==> src/verilog/datapathPkg.sv <==
// data byte, register and operation enums, flag, command and result structs, BCD constants
package datapathPkg;

    typedef logic [7:0] byteT;

    typedef enum logic [1:0] {
        regA,
        regX,
        regY
    } regSelT;

    typedef enum logic [2:0] {
        opLoad,
        opTransfer,
        opAdc,
        opAnd,
        opEor,
        opOra,
        opRor,
        opSetFlags
    } aluOpT;

    // status bits kept by the core, I and B are not modelled
    typedef struct packed {
        logic n;
        logic v;
        logic d;
        logic z;
        logic c;
    } flagsT;

    typedef struct packed {
        aluOpT  op;
        regSelT dst;
        regSelT src;
        byteT   imm;
    } cmdT;

    typedef struct packed {
        byteT  data;
        flagsT flags;
    } resultT;

    // decimal adjust constants, per digit
    localparam logic [3:0] bcdLimit = 4'd9;
    localparam logic [3:0] bcdAdjust = 4'd6;

endpackage
==> src/verilog/flowPkg.sv <==
// credit depth, credit counter, register-port request and read structs, port owner enum
package flowPkg;

    // queue depth and initial sender credits
    localparam int cmdCredits = 4;

    typedef logic [2:0] creditCntT;

    typedef enum logic [1:0] {
        ownerNone,
        ownerFetch,
        ownerWrite
    } portOwnerT;

    // req marks a live request, write selects a store over a read
    typedef struct packed {
        logic                req;
        logic                write;
        datapathPkg::regSelT dst;
        datapathPkg::regSelT src;
        datapathPkg::byteT   data;
        datapathPkg::flagsT  flags;
    } portReqT;

    typedef struct packed {
        datapathPkg::byteT  aVal;
        datapathPkg::byteT  srcVal;
        datapathPkg::flagsT flags;
    } portRdT;

endpackage

==> src/verilog/datapathCore.sv <==
// datapath core top, queue, fetch, ALU, arbiter and register file wiring
module datapathCore (
    input  logic                rstAll,
    input  logic                rstN,
    input  logic                cmdValid,
    input  datapathPkg::cmdT    cmd,
    output logic                creditReturn,
    output logic                resValid,
    output datapathPkg::resultT res
);
    logic qValid;
    logic qTake;
    datapathPkg::cmdT qCmd;
    logic aluFree;
    logic fetchGnt;
    logic writeGnt;
    logic portWe;
    logic issueValid;
    datapathPkg::cmdT issueCmd;
    flowPkg::portRdT issueOps;
    flowPkg::portRdT rdData;
    flowPkg::portReqT fetchReq;
    flowPkg::portReqT writeReq;
    flowPkg::portReqT portReq;

    cmdQueue i_cmdQueue (
        .rstAll(rstAll), .rstN(rstN), .cmdValid(cmdValid), .cmd(cmd),
        .qTake(qTake), .qValid(qValid), .qCmd(qCmd), .creditReturn(creditReturn)
    );

    operandFetch i_operandFetch (
        .rstAll(rstAll), .rstN(rstN), .qValid(qValid), .qCmd(qCmd), .qTake(qTake),
        .aluFree(aluFree), .fetchReq(fetchReq), .fetchGnt(fetchGnt), .rdData(rdData),
        .issueValid(issueValid), .issueCmd(issueCmd), .issueOps(issueOps)
    );

    aluStage i_aluStage (
        .rstAll(rstAll), .rstN(rstN), .issueValid(issueValid), .issueCmd(issueCmd),
        .issueOps(issueOps), .aluFree(aluFree), .writeReq(writeReq), .writeGnt(writeGnt),
        .resValid(resValid), .res(res)
    );

    portArbiter i_portArbiter (
        .rstAll(rstAll), .rstN(rstN), .fetchReq(fetchReq), .writeReq(writeReq),
        .fetchGnt(fetchGnt), .writeGnt(writeGnt), .portReq(portReq), .portWe(portWe)
    );

    regFile i_regFile (
        .rstAll(rstAll), .rstN(rstN), .portReq(portReq), .portWe(portWe), .rdData(rdData)
    );

endmodule

==> src/verilog/portArbiter.sv <==
// register-port arbiter, alternates between writeback and fetch under contention
module portArbiter (
    input  logic             rstAll,
    input  logic             rstN,
    input  flowPkg::portReqT fetchReq,
    input  flowPkg::portReqT writeReq,
    output logic             fetchGnt,
    output logic             writeGnt,
    output flowPkg::portReqT portReq,
    output logic             portWe
);
    flowPkg::portOwnerT lastOwner;

    // on a tie the side that lost last time wins, writeback first after reset
    always_comb begin
        writeGnt = writeReq.req && (!fetchReq.req || (lastOwner != flowPkg::ownerWrite));
        fetchGnt = fetchReq.req && !writeGnt;
        portReq = writeGnt ? writeReq : fetchReq;
        portWe = writeGnt && writeReq.write;
    end

    always_ff @(posedge rstAll or negedge rstN) begin
        if (!rstN) begin
            lastOwner <= flowPkg::ownerNone;
        end else if (writeGnt) begin
            lastOwner <= flowPkg::ownerWrite;
        end else if (fetchGnt) begin
            lastOwner <= flowPkg::ownerFetch;
        end
    end

endmodule

==> src/verilog/regFile.sv <==
// A, X, Y and status registers behind one shared read/write port
module regFile (
    input  logic             rstAll,
    input  logic             rstN,
    input  flowPkg::portReqT portReq,
    input  logic             portWe,
    output flowPkg::portRdT  rdData
);
    datapathPkg::byteT aReg;
    datapathPkg::byteT xReg;
    datapathPkg::byteT yReg;
    datapathPkg::flagsT status;

    // a write stores the byte into dst and replaces all flags
    always_ff @(posedge rstAll or negedge rstN) begin
        if (!rstN) begin
            aReg <= '0;
            xReg <= '0;
            yReg <= '0;
            status <= '0;
        end else if (portWe) begin
            case (portReq.dst)
                datapathPkg::regA: aReg <= portReq.data;
                datapathPkg::regX: xReg <= portReq.data;
                datapathPkg::regY: yReg <= portReq.data;
                default: aReg <= aReg;
            endcase
            status <= portReq.flags;
        end
    end

    // read is combinational, A always comes along with the source
    always_comb begin
        rdData.aVal = aReg;
        rdData.flags = status;
        case (portReq.src)
            datapathPkg::regX: rdData.srcVal = xReg;
            datapathPkg::regY: rdData.srcVal = yReg;
            default: rdData.srcVal = aReg;
        endcase
    end

endmodule

==> src/verilog/aluStage.sv <==
// ALU with decimal adjust, flag update and adder hold register awaiting writeback
module aluStage (
    input  logic                rstAll,
    input  logic                rstN,
    input  logic                issueValid,
    input  datapathPkg::cmdT    issueCmd,
    input  flowPkg::portRdT     issueOps,
    output logic                aluFree,
    output flowPkg::portReqT    writeReq,
    input  logic                writeGnt,
    output logic                resValid,
    output datapathPkg::resultT res
);
    typedef enum logic [1:0] {
        aluIdle,
        aluCompute,
        aluHold
    } aluStateT;

    aluStateT state;
    datapathPkg::cmdT opCmd;
    flowPkg::portRdT opOps;
    datapathPkg::resultT holdRes;
    datapathPkg::regSelT holdDst;
    datapathPkg::resultT nextRes;
    datapathPkg::regSelT nextDst;
    logic halfCarry;
    logic sumCarry;
    logic [3:0] lowSum;
    logic [3:0] highSum;
    datapathPkg::byteT adcSum;

    // a new command may read only once the previous one is written back
    assign aluFree = (state == aluIdle);

    // two nibble sums where the low digit carry gives the half carry
    always_comb begin
        {halfCarry, lowSum} = {1'b0, opOps.aVal[3:0]} + {1'b0, opOps.srcVal[3:0]}
            + {4'b0, opOps.flags.c};
        {sumCarry, highSum} = {1'b0, opOps.aVal[7:4]} + {1'b0, opOps.srcVal[7:4]}
            + {4'b0, halfCarry};
        adcSum = {highSum, lowSum};
    end

    always_comb begin
        nextRes.data = opOps.aVal;
        nextRes.flags = opOps.flags;
        nextDst = datapathPkg::regA;
        case (opCmd.op)
            datapathPkg::opLoad: begin
                nextRes.data = opCmd.imm;
                nextDst = opCmd.dst;
            end
            datapathPkg::opTransfer: begin
                nextRes.data = opOps.srcVal;
                nextDst = opCmd.dst;
            end
            datapathPkg::opAdc: begin
                nextRes.data = adcSum;
                nextRes.flags.c = sumCarry;
                nextRes.flags.v = (opOps.aVal[7] == opOps.srcVal[7])
                    && (adcSum[7] != opOps.aVal[7]);
                // decimal adjust looks at the unadjusted binary sum
                if (opOps.flags.d) begin
                    if ((lowSum > datapathPkg::bcdLimit) || halfCarry) begin
                        nextRes.data = nextRes.data + {4'h0, datapathPkg::bcdAdjust};
                    end
                    if (sumCarry || (adcSum > 8'h99)) begin
                        nextRes.data = nextRes.data + {datapathPkg::bcdAdjust, 4'h0};
                        nextRes.flags.c = 1'b1;
                    end
                end
            end
            datapathPkg::opAnd: nextRes.data = opOps.aVal & opOps.srcVal;
            datapathPkg::opEor: nextRes.data = opOps.aVal ^ opOps.srcVal;
            datapathPkg::opOra: nextRes.data = opOps.aVal | opOps.srcVal;
            datapathPkg::opRor: begin
                // carry enters at bit 7 and bit 0 leaves into carry
                nextRes.data = {opOps.flags.c, opOps.srcVal[7:1]};
                nextRes.flags.c = opOps.srcVal[0];
                nextDst = opCmd.dst;
            end
            datapathPkg::opSetFlags: begin
                nextRes.flags.c = opCmd.imm[0];
                nextRes.flags.d = opCmd.imm[3];
            end
        endcase
        // setFlags rewrites A unchanged and keeps Z and N
        if (opCmd.op != datapathPkg::opSetFlags) begin
            nextRes.flags.z = (nextRes.data == '0);
            nextRes.flags.n = nextRes.data[7];
        end
    end

    always_comb begin
        writeReq.req = (state == aluHold);
        writeReq.write = 1'b1;
        writeReq.dst = holdDst;
        writeReq.src = datapathPkg::regA;
        writeReq.data = holdRes.data;
        writeReq.flags = holdRes.flags;
    end

    always_ff @(posedge rstAll or negedge rstN) begin
        if (!rstN) begin
            state <= aluIdle;
            resValid <= 1'b0;
        end else begin
            case (state)
                aluIdle: if (issueValid) state <= aluCompute;
                aluCompute: state <= aluHold;
                aluHold: if (writeGnt) state <= aluIdle;
                default: state <= aluIdle;
            endcase
            resValid <= (state == aluHold) && writeGnt;
        end
    end

    always_ff @(posedge rstAll) begin
        if (issueValid) begin
            opCmd <= issueCmd;
            opOps <= issueOps;
        end
        if (state == aluCompute) begin
            holdRes <= nextRes;
            holdDst <= nextDst;
        end
        if ((state == aluHold) && writeGnt) begin
            res <= holdRes;
        end
    end

endmodule

==> src/verilog/operandFetch.sv <==
// command holding slot and register-port read request for its operands
module operandFetch (
    input  logic             rstAll,
    input  logic             rstN,
    input  logic             qValid,
    input  datapathPkg::cmdT qCmd,
    output logic             qTake,
    input  logic             aluFree,
    output flowPkg::portReqT fetchReq,
    input  logic             fetchGnt,
    input  flowPkg::portRdT  rdData,
    output logic             issueValid,
    output datapathPkg::cmdT issueCmd,
    output flowPkg::portRdT  issueOps
);
    logic slotValid;
    datapathPkg::cmdT slotCmd;

    // issue happens in the same cycle the read is granted
    assign issueValid = slotValid && fetchGnt;
    assign issueCmd = slotCmd;
    assign issueOps = rdData;

    // slot accepts a new command when empty or emptying now
    assign qTake = !slotValid || issueValid;

    always_comb begin
        fetchReq.req = slotValid && aluFree;
        fetchReq.write = 1'b0;
        fetchReq.dst = slotCmd.dst;
        fetchReq.src = slotCmd.src;
        fetchReq.data = '0;
        fetchReq.flags = '0;
    end

    always_ff @(posedge rstAll or negedge rstN) begin
        if (!rstN) begin
            slotValid <= 1'b0;
        end else if (qTake) begin
            slotValid <= qValid;
        end
    end

    always_ff @(posedge rstAll) begin
        if (qTake && qValid) begin
            slotCmd <= qCmd;
        end
    end

endmodule

==> src/verilog/cmdQueue.sv <==
// command FIFO with credit return on every entry taken
module cmdQueue (
    input  logic             rstAll,
    input  logic             rstN,
    input  logic             cmdValid,
    input  datapathPkg::cmdT cmd,
    input  logic             qTake,
    output logic             qValid,
    output datapathPkg::cmdT qCmd,
    output logic             creditReturn
);
    typedef logic [$clog2(flowPkg::cmdCredits)-1:0] ptrT;

    datapathPkg::cmdT mem [flowPkg::cmdCredits];
    ptrT wrPtr;
    ptrT rdPtr;
    flowPkg::creditCntT count;
    logic push;
    logic pop;

    // sender only pushes with a credit in hand, full check is a safety net
    assign push = cmdValid && (count != flowPkg::creditCntT'(flowPkg::cmdCredits));
    assign pop = qValid && qTake;

    assign qValid = (count != '0);
    assign qCmd = mem[rdPtr];
    assign creditReturn = pop;

    always_ff @(posedge rstAll or negedge rstN) begin
        if (!rstN) begin
            wrPtr <= '0;
            rdPtr <= '0;
            count <= '0;
        end else begin
            if (push) begin
                wrPtr <= (wrPtr == ptrT'(flowPkg::cmdCredits - 1)) ? '0 : wrPtr + 1'b1;
            end
            if (pop) begin
                rdPtr <= (rdPtr == ptrT'(flowPkg::cmdCredits - 1)) ? '0 : rdPtr + 1'b1;
            end
            if (push && !pop) begin
                count <= count + 1'b1;
            end else if (pop && !push) begin
                count <= count - 1'b1;
            end
        end
    end

    always_ff @(posedge rstAll) begin
        if (push) begin
            mem[wrPtr] <= cmd;
        end
    end

endmodule

==> config.mk <==
export PLATFORM = sky130hd
export DESIGN_NAME = datapathCore
export DESIGN_NICKNAME = d
export VERILOG_FILES = /design/src/verilog/datapathPkg.sv /design/src/verilog/flowPkg.sv /design/src/verilog/datapathCore.sv /design/src/verilog/portArbiter.sv /design/src/verilog/regFile.sv /design/src/verilog/aluStage.sv /design/src/verilog/operandFetch.sv /design/src/verilog/cmdQueue.sv
export SDC_FILE = /design/constraint.sdc
export NUM_CORES = 1
export LEC_CHECK = 0
export ABC_AREA = 1
export BUFFER_PORTS_ARGS = -buffer_cell sky130_fd_sc_hd__buf_2
export CAP_MARGIN = 10
export CORE_MARGIN = 3
export CORE_UTILIZATION = 55
export DETAILED_ROUTE_END_ITERATION = 6
export GPL_TIMING_DRIVEN = 0
export PLACE_DENSITY = 0.76
export SLEW_MARGIN = 20
export SYNTH_ARGS = -nofsm -noshare
export SYNTH_HDL_FRONTEND = slang
export SYNTH_HIERARCHICAL = 1
export SYNTH_SLANG_ARGS = --single-unit
export TNS_END_PERCENT = 1
==> constraint.sdc <==
create_clock -name rstAll -period 5.7 [get_ports rstAll]
set_input_delay 1.14 -clock rstAll [delete_from_list [all_inputs] [get_ports rstAll]]
set_output_delay 1.14 -clock rstAll [all_outputs]
set_load 0.01 [all_outputs]
==> results of run 1 <==
[layout by cell type, fill, tap and decap left out, types with 21 or more instances in the layout]
| cell | instances |
|---|---|
| nand4_1 | 21 |
| buf_4 | 43 |
| dfrtp_1 | 42 |
| ha_1 | 26 |
| nand3_1 | 62 |
| o211ai_1 | 30 |
| edfxtp_1 | 137 |
| nand2_1 | 275 |
| inv_1 | 107 |
| buf_2 | 37 |
[flip-flops by register name (all words and copies together) (netlist names), 11 cells and up]
register                 cells
i_cmdQueue/mem              60
i_aluStage/opOps            21
i_aluStage/opCmd            13
i_aluStage/res              13
i_aluStage/writeReq         13
i_operandFetch/issueCmd     11
[worst max-delay path by stage]
stage	depth (start not counted)	end	startpoint
final	21	i_aluStage/writeReq[1]	i_aluStage/opOps[0]
after global routing	21	i_aluStage/writeReq[1]	i_aluStage/opOps[0]
after CTS	21	i_aluStage/writeReq[1]	i_aluStage/opOps[0]
after detailed placement	21	i_aluStage/writeReq[1]	i_aluStage/opOps[5]
after global placement	21	i_aluStage/writeReq[1]	i_aluStage/opOps[5]
after floorplan	20	i_aluStage/writeReq[1]	i_aluStage/opOps[5]
[per-layer routing]
layer	track usage (%)	part of all wire [%]	vias up
met5	0	0	-
met4	7.600	2.1	0
met3	4.839	6.5	34
met2	38.46	52	227
met1	26.92	39	2970
li1	-	-	3040
[per-stage QoR]
| stage | cell area (um2) | instances | hold slack (ns) | setup slack (ns) | utilization (%) |
|---|---|---|---|---|---|
| finish | 10150 | 1185 | 0.4217 | 1.609 | 63.65 |
| global route | 10150 | 1185 | 0.4368 | 1.260 | 63.65 |
| detailed placement | 9519 | 1151 | 0.4054 | 1.648 | 59.71 |
| CTS | 10120 | 1183 | 0.4227 | 1.583 | 63.51 |
| global placement | 9475 | 1149 | 0.4027 | 1.673 | 59.43 |
| floorplan | 9045 | 901 | 0.4003 | 2.168 | - |
[critical path: stages, from the launching register on]
cell and delay [ns]:
edfxtp_1 0.43, fa_1 0.26, inv_1 0.07, fa_1 0.40
o21ai_0 0.23, a21oi_2 0.12, fa_1 0.41, fa_1 0.44
xnor2_1 0.36, nand2_1 0.10, nand2_1 0.10, inv_1 0.05
ha_1 0.19, inv_1 0.06, nand2_1 0.05, nand2_1 0.05
nand3_1 0.06, nand2_1 0.12, nand2_1 0.06, nor2_1 0.18
nand3_1 0.10, nand2_1 0.10
[cell type report]
| class | count | area (um2) |
|---|---|---|
| Tap cell | 216 | 270.3 |
| Multi-Input combinational cell | 539 | 2915 |
| Inverter | 116 | 437.9 |
| Antenna cell | 1 | 2.502 |
| Buffer | 67 | 548.0 |
| Clock buffer | 17 | 425.4 |
| Sequential cell | 179 | 5165 |
| Timing Repair Buffer | 35 | 202.7 |
| Clock inverter | 15 | 180.2 |
| Fill cell | 1259 | 5796 |
==> flow_summary.html, run 1 <==
<table>
<tr><th>Metric</th><th>Value</th></tr>
<tr><th colspan="2">Status</th></tr>
<tr><td>Run status</td><td>completed</td></tr>
<tr><th colspan="2">Route</th></tr>
<tr><td>Via count</td><td>6271</td></tr>
<tr><td>Total wire length</td><td>18770 um</td></tr>
<tr><td>Post-detailed-route DRC marker count</td><td>0</td></tr>
<tr><td>Via/cell ratio</td><td>5.292</td></tr>
<tr><td>DRT iter0 DRCs</td><td>502</td></tr>
<tr><td>First drt pass iteration count</td><td>5</td></tr>
<tr><td>Average wire per standard cell</td><td>15.84 um</td></tr>
<tr><td>Remaining antenna violation count after routing</td><td>0</td></tr>
<tr><th colspan="2">Setup path</th></tr>
<tr><td>Slack of the worst reg-to-reg path</td><td>1.61 ns</td></tr>
<tr><td>Type of destination of the critical path</td><td>flop</td></tr>
<tr><td>Critical path peak fanout</td><td>5</td></tr>
<tr><td>Crit path kind</td><td>reg -&gt; reg</td></tr>
<tr><td>Critical path data arrival time</td><td>4.38 ns</td></tr>
<tr><td>Crit path launch type</td><td>flop</td></tr>
<tr><td>Crit path required time</td><td>5.99 ns</td></tr>
<tr><td>R2R depth</td><td>21</td></tr>
<tr><td>RR Startpoint</td><td>i_aluStage/opOps[0]</td></tr>
<tr><td>Reg2Reg Capture Point</td><td>i_aluStage/writeReq[1]</td></tr>
<tr><th colspan="2">Clock tree</th></tr>
<tr><td>Buffer type at the clock tree root</td><td>clkbuf_16</td></tr>
<tr><td>Number of buffers between clock root and the deepest sink</td><td>2</td></tr>
<tr><td>Count of H-tree levels built during CTS</td><td>4</td></tr>
<tr><td>Clock sink count</td><td>179</td></tr>
<tr><td>Post-cts gate resize count</td><td>0</td></tr>
<tr><td>Setup Fix Bufs, Post-CTS</td><td>0</td></tr>
<tr><td>Cts-stage hold buffer count</td><td>0</td></tr>
<tr><td>Number of buffers created by CTS</td><td>17</td></tr>
<tr><td>Clk_lat worst skew</td><td>0.43 ns</td></tr>
<tr><td>CTS tree</td><td>yes</td></tr>
<tr><td>Clock-pin slew on the worst setup and hold paths</td><td>0.07 ns</td></tr>
<tr><th colspan="2">Logic synthesis</th></tr>
<tr><td>Synthesis warning total</td><td>6</td></tr>
<tr><td>Number of instances in the synthesized netlist</td><td>888</td></tr>
<tr><td>Average cell area after synthesis</td><td>10.13 um2</td></tr>
<tr><td>Cell area after technology mapping</td><td>8996 um2</td></tr>
<tr><th colspan="2">Floorplan</th></tr>
<tr><td>Area inside the core boundary</td><td>15940 um2</td></tr>
<tr><td># rows</td><td>46</td></tr>
<tr><td>Total I/O pin count</td><td>33</td></tr>
<tr><td>DIE WIDTH</td><td>133.9 um</td></tr>
<tr><td>Die ar.</td><td>17930 um2</td></tr>
<tr><td>Y dimension of the die</td><td>133.9 um</td></tr>
<tr><td>Initial Util</td><td>56.43%</td></tr>
<tr><th colspan="2">Global routing</th></tr>
<tr><td>Global-route wire length before repair</td><td>30190 um</td></tr>
<tr><td>Maximum number of pins on one net before global-route repair</td><td>43</td></tr>
<tr><td>Overflow after GRT</td><td>0</td></tr>
<tr><td>Vias in the first global route</td><td>6130</td></tr>
<tr><td>GR Util All Layers</td><td>21.93%</td></tr>
<tr><td>Initial antenna violation count</td><td>1</td></tr>
<tr><th colspan="2">Hold path</th></tr>
<tr><td>Worst Hold Depth</td><td>0</td></tr>
<tr><td>WHS Endpoint</td><td>i_aluStage/opCmd[7]</td></tr>
<tr><td>Min-Delay Path Class</td><td>reg -&gt; reg</td></tr>
<tr><td>Critical hold path startpoint</td><td>i_operandFetch/issueCmd[7]</td></tr>
<tr><th colspan="2">STA</th></tr>
<tr><td>Final setup skew</td><td>0.01301 ns</td></tr>
<tr><td>Period minus WS final</td><td>4.091 ns</td></tr>
<tr><td>Count of final hold-check violations</td><td>0</td></tr>
<tr><td>Final sum of negative setup slack</td><td>0 ns</td></tr>
<tr><td>Setup repair after global routing missed its margin</td><td>no</td></tr>
<tr><td>Pins Over Slew Limit</td><td>0</td></tr>
<tr><td>Tightest slew margin relative to the limit</td><td>36.73%</td></tr>
<tr><td>Upper clock frequency limit</td><td>244.4 MHz</td></tr>
<tr><td>Worst-Margin Slew</td><td>0.9480 ns</td></tr>
<tr><td>Final setup violation count</td><td>0</td></tr>
<tr><td>Ratio of final minimum period to clock period</td><td>71.77%</td></tr>
<tr><th colspan="2">Layout</th></tr>
<tr><td>Area added between synthesis and finish</td><td>12.80%</td></tr>
<tr><td>Share of final-layout standard cells stronger than drive strength 1</td><td>17.87%</td></tr>
<tr><td>Net count reported at finish</td><td>1004</td></tr>
<tr><th colspan="2">Run</th></tr>
<tr><td>Count of maximum capacitance violations</td><td>0</td></tr>
<tr><th colspan="2">Place</th></tr>
<tr><td>Port bufs</td><td>32</td></tr>
<tr><td>RePlAce Congestion</td><td>0.9294</td></tr>
<tr><td>DPL Wire Length</td><td>13510 um</td></tr>
</table>
Power of run 1 is not shown: default switching activity piles up to over one toggle a cycle in this logic, so the estimate is an artifact.
==> run 2, diff against run 1 <==
--- a/config.mk
+++ b/config.mk
@@ -12,7 +12,7 @@
 export CORE_UTILIZATION = 55
 export DETAILED_ROUTE_END_ITERATION = 6
 export GPL_TIMING_DRIVEN = 0
-export PLACE_DENSITY = 0.76
+export PLACE_DENSITY = 0.79
 export SLEW_MARGIN = 20
 export SYNTH_ARGS = -nofsm -noshare
 export SYNTH_HDL_FRONTEND = slang
==> constraint.sdc (replaced) <==
create_clock -name rstAll -period 3.55 [get_ports rstAll]
set_input_delay 0.71 -clock rstAll [delete_from_list [all_inputs] [get_ports rstAll]]
set_output_delay 0.71 -clock rstAll [all_outputs]
set_load 0.01 [all_outputs]
==> run 2 against run 1 <==
The flow now finishes with violations (negative setup slack). Count of clock-buffer cells in the layout unchanged. Global-route usage down 0.39 points. Sequential share of layout area down 0.40 points. Worst setup slack worse by 1.7 ns. Critical endpoint unchanged. Largest cell class unchanged.
==> flow_summary.html, run 2 (synthesis results as in run 1) <==
<table>
<tr><th>Metric</th><th>Value</th></tr>
<tr><th colspan="2">Layout</th></tr>
<tr><td>Commonest cells after routing, fill and taps aside</td><td>nand2_1, edfxtp_1, inv_1</td></tr>
<tr><td>ANT cells</td><td>0</td></tr>
<tr><td>Top reg by flops</td><td>i_cmdQueue/mem</td></tr>
<tr><td>Core occupancy in the finished layout</td><td>64.15%</td></tr>
<tr><td>Share of final-layout standard cells stronger than drive strength 1</td><td>20.06%</td></tr>
<tr><td>Regs by FF count</td><td>i_cmdQueue/mem x60, i_aluStage/opOps x21</td></tr>
<tr><td>Non-Filler Instances</td><td>1188</td></tr>
<tr><td>Net count reported at finish</td><td>1008</td></tr>
<tr><td>Area added between synthesis and finish</td><td>13.69%</td></tr>
<tr><td>Max reg flops</td><td>60</td></tr>
<tr><td>Most common cell after layout, fill and taps aside</td><td>nand2_1</td></tr>
<tr><th colspan="2">Setup path</th></tr>
<tr><td>Critical path data arrival time</td><td>3.86 ns</td></tr>
<tr><td>Crit path required time</td><td>3.73 ns</td></tr>
<tr><td>Critical path peak fanout</td><td>4</td></tr>
<tr><td>Crit path kind</td><td>reg -&gt; reg</td></tr>
<tr><td>Type of destination of the critical path</td><td>flop</td></tr>
<tr><td>Crit path launch type</td><td>flop</td></tr>
<tr><th colspan="2">Global routing</th></tr>
<tr><td>Global-route wire length before repair</td><td>29700 um</td></tr>
<tr><td>Overflow after GRT</td><td>0</td></tr>
<tr><td>GR Util All Layers</td><td>21.54%</td></tr>
<tr><td>Initial antenna violation count</td><td>0</td></tr>
<tr><td>Maximum number of pins on one net before global-route repair</td><td>43</td></tr>
<tr><td>Vias in the first global route</td><td>6002</td></tr>
<tr><th colspan="2">Clock tree</th></tr>
<tr><td>Clk_lat worst skew</td><td>0.43 ns</td></tr>
<tr><td>Number of buffers created by CTS</td><td>17</td></tr>
<tr><td>CTS tree</td><td>yes</td></tr>
<tr><td>Number of buffers between clock root and the deepest sink</td><td>2</td></tr>
<tr><td>Count of H-tree levels built during CTS</td><td>4</td></tr>
<tr><td>Clock sink count</td><td>179</td></tr>
<tr><td>Clock-pin slew on the worst setup and hold paths</td><td>0.07 ns</td></tr>
<tr><td>Buffer type at the clock tree root</td><td>clkbuf_16</td></tr>
<tr><th colspan="2">STA</th></tr>
<tr><td>Count of final hold-check violations</td><td>0</td></tr>
<tr><td>Period minus WS final</td><td>3.675 ns</td></tr>
<tr><td>Fin worst setup slack</td><td>-0.1247 ns</td></tr>
<tr><td>Upper clock frequency limit</td><td>272.1 MHz</td></tr>
<tr><td>Worst-Margin Slew</td><td>0.9639 ns</td></tr>
<tr><td>Setup repair after global routing missed its margin</td><td>yes</td></tr>
<tr><td>Pins Over Slew Limit</td><td>0</td></tr>
<tr><td>Final setup violation count</td><td>3</td></tr>
<tr><td>Ratio of final minimum period to clock period</td><td>103.5%</td></tr>
<tr><td>Final setup skew</td><td>0.008328 ns</td></tr>
<tr><td>Worst hold margin</td><td>0.1738 ns</td></tr>
<tr><td>Tightest slew margin relative to the limit</td><td>35.67%</td></tr>
<tr><th colspan="2">Route</th></tr>
<tr><td>Post-detailed-route DRC marker count</td><td>0</td></tr>
<tr><td>Average wire per standard cell</td><td>15.51 um</td></tr>
<tr><td>First drt pass iteration count</td><td>7</td></tr>
<tr><td>Remaining antenna violation count after routing</td><td>0</td></tr>
<tr><td>DRT iter0 DRCs</td><td>474</td></tr>
<tr><td>Total wire length</td><td>18430 um</td></tr>
<tr><td>Via count</td><td>6254</td></tr>
<tr><td>Via/cell ratio</td><td>5.264</td></tr>
<tr><th colspan="2">Floorplan</th></tr>
<tr><td>Total I/O pin count</td><td>33</td></tr>
<tr><td>Area inside the core boundary</td><td>15940 um2</td></tr>
<tr><td>Y dimension of the die</td><td>133.9 um</td></tr>
<tr><td>Initial Util</td><td>56.43%</td></tr>
<tr><td>Die ar.</td><td>17930 um2</td></tr>
<tr><td>DIE WIDTH</td><td>133.9 um</td></tr>
<tr><td># rows</td><td>46</td></tr>
<tr><th colspan="2">Status</th></tr>
<tr><td>Run status</td><td>complete, but fails checks</td></tr>
<tr><td>Failing checks</td><td>negative setup slack</td></tr>
<tr><th colspan="2">Run</th></tr>
<tr><td>Count of maximum capacitance violations</td><td>0</td></tr>
<tr><th colspan="2">Place</th></tr>
<tr><td>Minimum setup slack after placement</td><td>-0.5322 ns</td></tr>
<tr><td>Number of cells in the design after placement</td><td>1151</td></tr>
<tr><td>Port bufs</td><td>32</td></tr>
<tr><td>DPL Wire Length</td><td>13150 um</td></tr>
<tr><td>RePlAce Congestion</td><td>0.9205</td></tr>
<tr><th colspan="2">Hold path</th></tr>
<tr><td>Min-Delay Path Class</td><td>in -&gt; async</td></tr>
</table>
-- run 2: cell types whose count changed in the layout (fill, tap and decap cells not counted), moves of 3 or more --
cell     before  now
inv_8         2    5
buf_4        43   47
fa_1          5    1
nand2_1     275  269
fa_2          0    4
nand2_2       5   11
-- run 2: critical path, cell delays in order (launching register included) --
cell and delay, ns:
edfxtp_1 0.43, fa_2 0.27, inv_2 0.05, fa_2 0.36
o21ai_2 0.13, a21oi_2 0.09, fa_2 0.37, fa_2 0.61
nor2_4 0.06, nand3_1 0.07, nand2_1 0.06, nand2_2 0.07
inv_1 0.04, ha_1 0.18, inv_1 0.07, nand3_1 0.10
nand3_2 0.10, nand2_2 0.08, nand2_2 0.08, nor2_4 0.04
nand3_1 0.08, nand2_1 0.07
-- run 2: path summary, 6_finish.rpt --
check / start / endpoint / slack (ns) / depth (start not counted)
setup / recovery: i_aluStage/opOps[0] / i_aluStage/writeReq[1] / -0.12 / 21
hold / removal: rstN / i_regFile/aReg[6] / 0.17 / 1
setup reg to reg: i_aluStage/opOps[0] / i_aluStage/writeReq[1] / -0.12 / 21
hold reg to reg: i_operandFetch/issueCmd[5] / i_aluStage/opCmd[5] / 0.42 / 0
max in group asynchronous: rstN / i_cmdQueue/wrPtr[0] / 2.90 / 2
min in group rstAll: i_operandFetch/issueCmd[5] / i_aluStage/opCmd[5] / 0.42 / 0
-- run 2: layout make-up --
cell class                      count  area (um2)
Buffer                             67       548.0
Clock buffer                       17       425.4
Clock inverter                     15       166.4
Fill cell                        1231        5715
Inverter                          116       437.9
Multi-Input combinational cell    539        2985
Sequential cell                   179        5165
Tap cell                          216       270.3
Timing Repair Buffer               39       229.0
-- run 2: timing repair --
item	in CTS	in global routing
setup endpoints to repair	6	5
buffers inserted	2	2
gates resized for setup	12	10
pin swaps	3	1
hold buffers	0	0
-- run 2: through the flow --
stage	TNS, ns	cell area (um2)
3_5_place_dp	-1.964	9515
3_3_place_gp	-1.687	9475
5_1_grt	-0.9346	10230
2_1_floorplan	0	9045
6_report	-0.2809	10230
4_1_cts	-0.2554	10160
-- run 2: metal layers --
layer | GRT usage (%) | wire length, um | up-vias
li1 | - | - | 3064
met1 | 26.72 | 7229 | 2943
met2 | 36.89 | 9446 | 209
met3 | 3.788 | 1220 | 38
met4 | 10.11 | 534 | 0
met5 | 0 | 0 | -
Power of run 2 is left out for the same reason.
==> run 3, diff against run 2 <==
--- a/config.mk
+++ b/config.mk
@@ -12,6 +12,7 @@
 export CORE_UTILIZATION = 55
 export DETAILED_ROUTE_END_ITERATION = 6
 export GPL_TIMING_DRIVEN = 0
+export MAX_ROUTING_LAYER = met4
 export PLACE_DENSITY = 0.79
 export SLEW_MARGIN = 20
 export SYNTH_ARGS = -nofsm -noshare
==> constraint.sdc (replaced) <==
create_clock -name rstAll -period 3.55 [get_ports rstAll]
set_input_delay 0.5325 -clock rstAll [delete_from_list [all_inputs] [get_ports rstAll]]
set_output_delay 0.5325 -clock rstAll [all_outputs]
set_load 0.01 [all_outputs]
==> run 3 against run 2 <==
The run still ends with negative setup slack left. Sequential share of layout area up 0.13 points. Cell area down 0.26%. Hold slack better by 0.080 ns. Maximum frequency up 0.61%. Critical path depth unchanged. Clock skew up 0.018 ns. Core utilization down 0.16 points. First-iteration DRC count up 4.2%. Global-route usage up 1.1 points.
==> flow_summary.html, run 3 (synthesis results as in run 1) <==
<table>
<tr><th>Metric</th><th>Value</th></tr>
<tr><th colspan="2">Status</th></tr>
<tr><td>Failing checks</td><td>negative setup slack</td></tr>
<tr><td>Run status</td><td>complete, but fails checks</td></tr>
<tr><th colspan="2">Place</th></tr>
<tr><td>RePlAce Congestion</td><td>0.9144</td></tr>
<tr><td>DPL Wire Length</td><td>13110 um</td></tr>
<tr><td>Area of placed instances</td><td>9515 um2</td></tr>
<tr><td>Port bufs</td><td>32</td></tr>
<tr><td>Number of cells in the design after placement</td><td>1151</td></tr>
<tr><th colspan="2">Route</th></tr>
<tr><td>First drt pass iteration count</td><td>5</td></tr>
<tr><td>DRT iter0 DRCs</td><td>494</td></tr>
<tr><td>Via/cell ratio</td><td>5.239</td></tr>
<tr><td>Post-detailed-route DRC marker count</td><td>0</td></tr>
<tr><td>Via count</td><td>6235</td></tr>
<tr><td>Average wire per standard cell</td><td>15.79 um</td></tr>
<tr><td>Remaining antenna violation count after routing</td><td>0</td></tr>
<tr><td>Total wire length</td><td>18800 um</td></tr>
<tr><th colspan="2">STA</th></tr>
<tr><td>Count of final hold-check violations</td><td>0</td></tr>
<tr><td>Fin worst setup slack</td><td>-0.1023 ns</td></tr>
<tr><td>Ratio of final minimum period to clock period</td><td>102.9%</td></tr>
<tr><td>Worst-Margin Slew</td><td>0.9846 ns</td></tr>
<tr><td>Final setup violation count</td><td>2</td></tr>
<tr><td>Pins Over Slew Limit</td><td>0</td></tr>
<tr><td>Final setup skew</td><td>0.02586 ns</td></tr>
<tr><td>Setup repair after global routing missed its margin</td><td>yes</td></tr>
<tr><td>Upper clock frequency limit</td><td>273.8 MHz</td></tr>
<tr><td>Worst hold margin</td><td>0.2538 ns</td></tr>
<tr><td>Tightest slew margin relative to the limit</td><td>34.36%</td></tr>
<tr><td>Period minus WS final</td><td>3.652 ns</td></tr>
<tr><td>Final sum of negative setup slack</td><td>-0.1592 ns</td></tr>
<tr><th colspan="2">Layout</th></tr>
<tr><td>Area added between synthesis and finish</td><td>13.39%</td></tr>
<tr><td>Multi-input gate area in the final layout</td><td>2947 um2</td></tr>
<tr><td>Top reg by flops</td><td>i_cmdQueue/mem</td></tr>
<tr><td>Regs by FF count</td><td>i_cmdQueue/mem x60, i_aluStage/opOps x21</td></tr>
<tr><td>Non-Filler Instances</td><td>1190</td></tr>
<tr><td>Share of final-layout standard cells stronger than drive strength 1</td><td>19.42%</td></tr>
<tr><td>Design Area, Final</td><td>10200 um2</td></tr>
<tr><td>Net count reported at finish</td><td>1009</td></tr>
<tr><td>Most common cell after layout, fill and taps aside</td><td>nand2_1</td></tr>
<tr><td>Fillers</td><td>1240</td></tr>
<tr><td>Commonest cells after routing, fill and taps aside</td><td>nand2_1, edfxtp_1, inv_1</td></tr>
<tr><td>Max reg flops</td><td>60</td></tr>
<tr><td>Footprint of the flip-flops and latches</td><td>5165 um2</td></tr>
<tr><th colspan="2">Global routing</th></tr>
<tr><td>Overflow after GRT</td><td>0</td></tr>
<tr><td>Vias in the first global route</td><td>6004</td></tr>
<tr><td>GR Util All Layers</td><td>22.68%</td></tr>
<tr><td>Maximum number of pins on one net before global-route repair</td><td>43</td></tr>
<tr><td>Initial antenna violation count</td><td>1</td></tr>
<tr><td>Global-route wire length before repair</td><td>30230 um</td></tr>
<tr><th colspan="2">Run</th></tr>
<tr><td>Count of maximum capacitance violations</td><td>0</td></tr>
<tr><th colspan="2">Setup path</th></tr>
<tr><td>Crit path required time</td><td>3.73 ns</td></tr>
<tr><td>Critical path data arrival time</td><td>3.83 ns</td></tr>
<tr><td>Critical path peak fanout</td><td>4</td></tr>
<tr><td>Crit path launch type</td><td>flop</td></tr>
<tr><td>Type of destination of the critical path</td><td>flop</td></tr>
<tr><td>Crit path kind</td><td>reg -&gt; reg</td></tr>
<tr><td>R2R depth</td><td>21</td></tr>
<tr><th colspan="2">Floorplan</th></tr>
<tr><td>Y dimension of the die</td><td>133.9 um</td></tr>
<tr><td>Total I/O pin count</td><td>33</td></tr>
<tr><td>Die ar.</td><td>17930 um2</td></tr>
<tr><td>Initial Util</td><td>56.43%</td></tr>
<tr><td>Area inside the core boundary</td><td>15940 um2</td></tr>
<tr><td># rows</td><td>46</td></tr>
<tr><td>DIE WIDTH</td><td>133.9 um</td></tr>
<tr><th colspan="2">Clock tree</th></tr>
<tr><td>Count of H-tree levels built during CTS</td><td>4</td></tr>
<tr><td>CTS tree</td><td>yes</td></tr>
<tr><td>Clock-pin slew on the worst setup and hold paths</td><td>0.07 ns</td></tr>
<tr><td>Number of buffers created by CTS</td><td>17</td></tr>
<tr><td>Clk_lat worst skew</td><td>0.44 ns</td></tr>
<tr><td>Clock sink count</td><td>179</td></tr>
<tr><td>Buffer type at the clock tree root</td><td>clkbuf_16</td></tr>
<tr><td>Number of buffers between clock root and the deepest sink</td><td>2</td></tr>
<tr><th colspan="2">Hold path</th></tr>
<tr><td>Min-Delay Path Class</td><td>in -&gt; async</td></tr>
</table>
## run 3: cell count changes in the layout (fill, tap and decap cells not counted), sizes merged
| cell | previous run | this run |
|---|---|---|
| buf | 103 | 104 |
| bufinv | 0 | 1 |
| clkinv | 6 | 3 |
| clkinvlp | 2 | 3 |
| diode | 0 | 1 |
| inv | 123 | 124 |
## run 3: routing by layer
layer | global-route usage [%] | share of wire [%] | wire [um] | vias up
li1 | - | - | - | 3050
met3 | 3.751 | 5.2 | 977 | 33
met4 | 8.229 | 2.4 | 452 | 0
met1 | 27.10 | 41 | 7652 | 2959
met2 | 39.05 | 52 | 9713 | 193
met5 | - | 0 | 0 | -
## run 3: metrics by stage
stage                     utilization, %  setup slack [ns]
after detailed placement           59.68           -0.4780
after global placement             59.43           -0.4678
after CTS                          63.89          -0.07027
after floorplan                        -           0.01824
after global routing               63.99           -0.2666
final                              63.99           -0.1023
## run 3: repair_timing
action	in CTS	in global routing
gates cloned	0	0
hold buffers	0	0
resized for setup	10	2
buffers inserted	5	1
pin swaps	5	2
setup endpoints to repair	5	5
## run 3: worst paths after layout
kind                                             start                      to  slack, ns
min in group rstAll                             cmd[3]    i_cmdQueue/mem[3][3]       0.30
max                                i_aluStage/opOps[0]  i_aluStage/writeReq[1]      -0.10
min reg2reg                i_operandFetch/issueCmd[12]    i_aluStage/opCmd[12]       0.42
min                                               rstN     i_regFile/rdData[2]       0.25
max reg2reg                        i_aluStage/opOps[0]  i_aluStage/writeReq[1]      -0.10
max in group asynchronous                         rstN       i_regFile/aReg[2]       2.68
## run 3: final cells by class
type	count	area share, %
diodes	1	0.02453
plain buffers	67	5.372
clock buffers	17	4.170
clock inverters	15	1.778
inverters	116	4.293
multi-input cells	539	28.89
flip-flops and latches	179	50.63
well taps	216	2.649
repair buffers	40	2.196
## run 3: critical path, cell delays in order (launching register included)
cell	delay (ns)
edfxtp_1	0.41
fa_2	0.26
inv_2	0.05
fa_2	0.36
o21ai_2	0.13
a21oi_2	0.09
fa_2	0.37
fa_2	0.59
nor2_2	0.06
nand3_1	0.08
nand2_1	0.05
nand2_1	0.09
inv_1	0.05
ha_1	0.27
inv_1	0.05
nand2_1	0.04
nand3_1	0.07
nand2_1	0.09
nand2_1	0.07
a21oi_1	0.06
nand3_1	0.06
nand2_1	0.08
Power of run 3 is left out for the same reason.
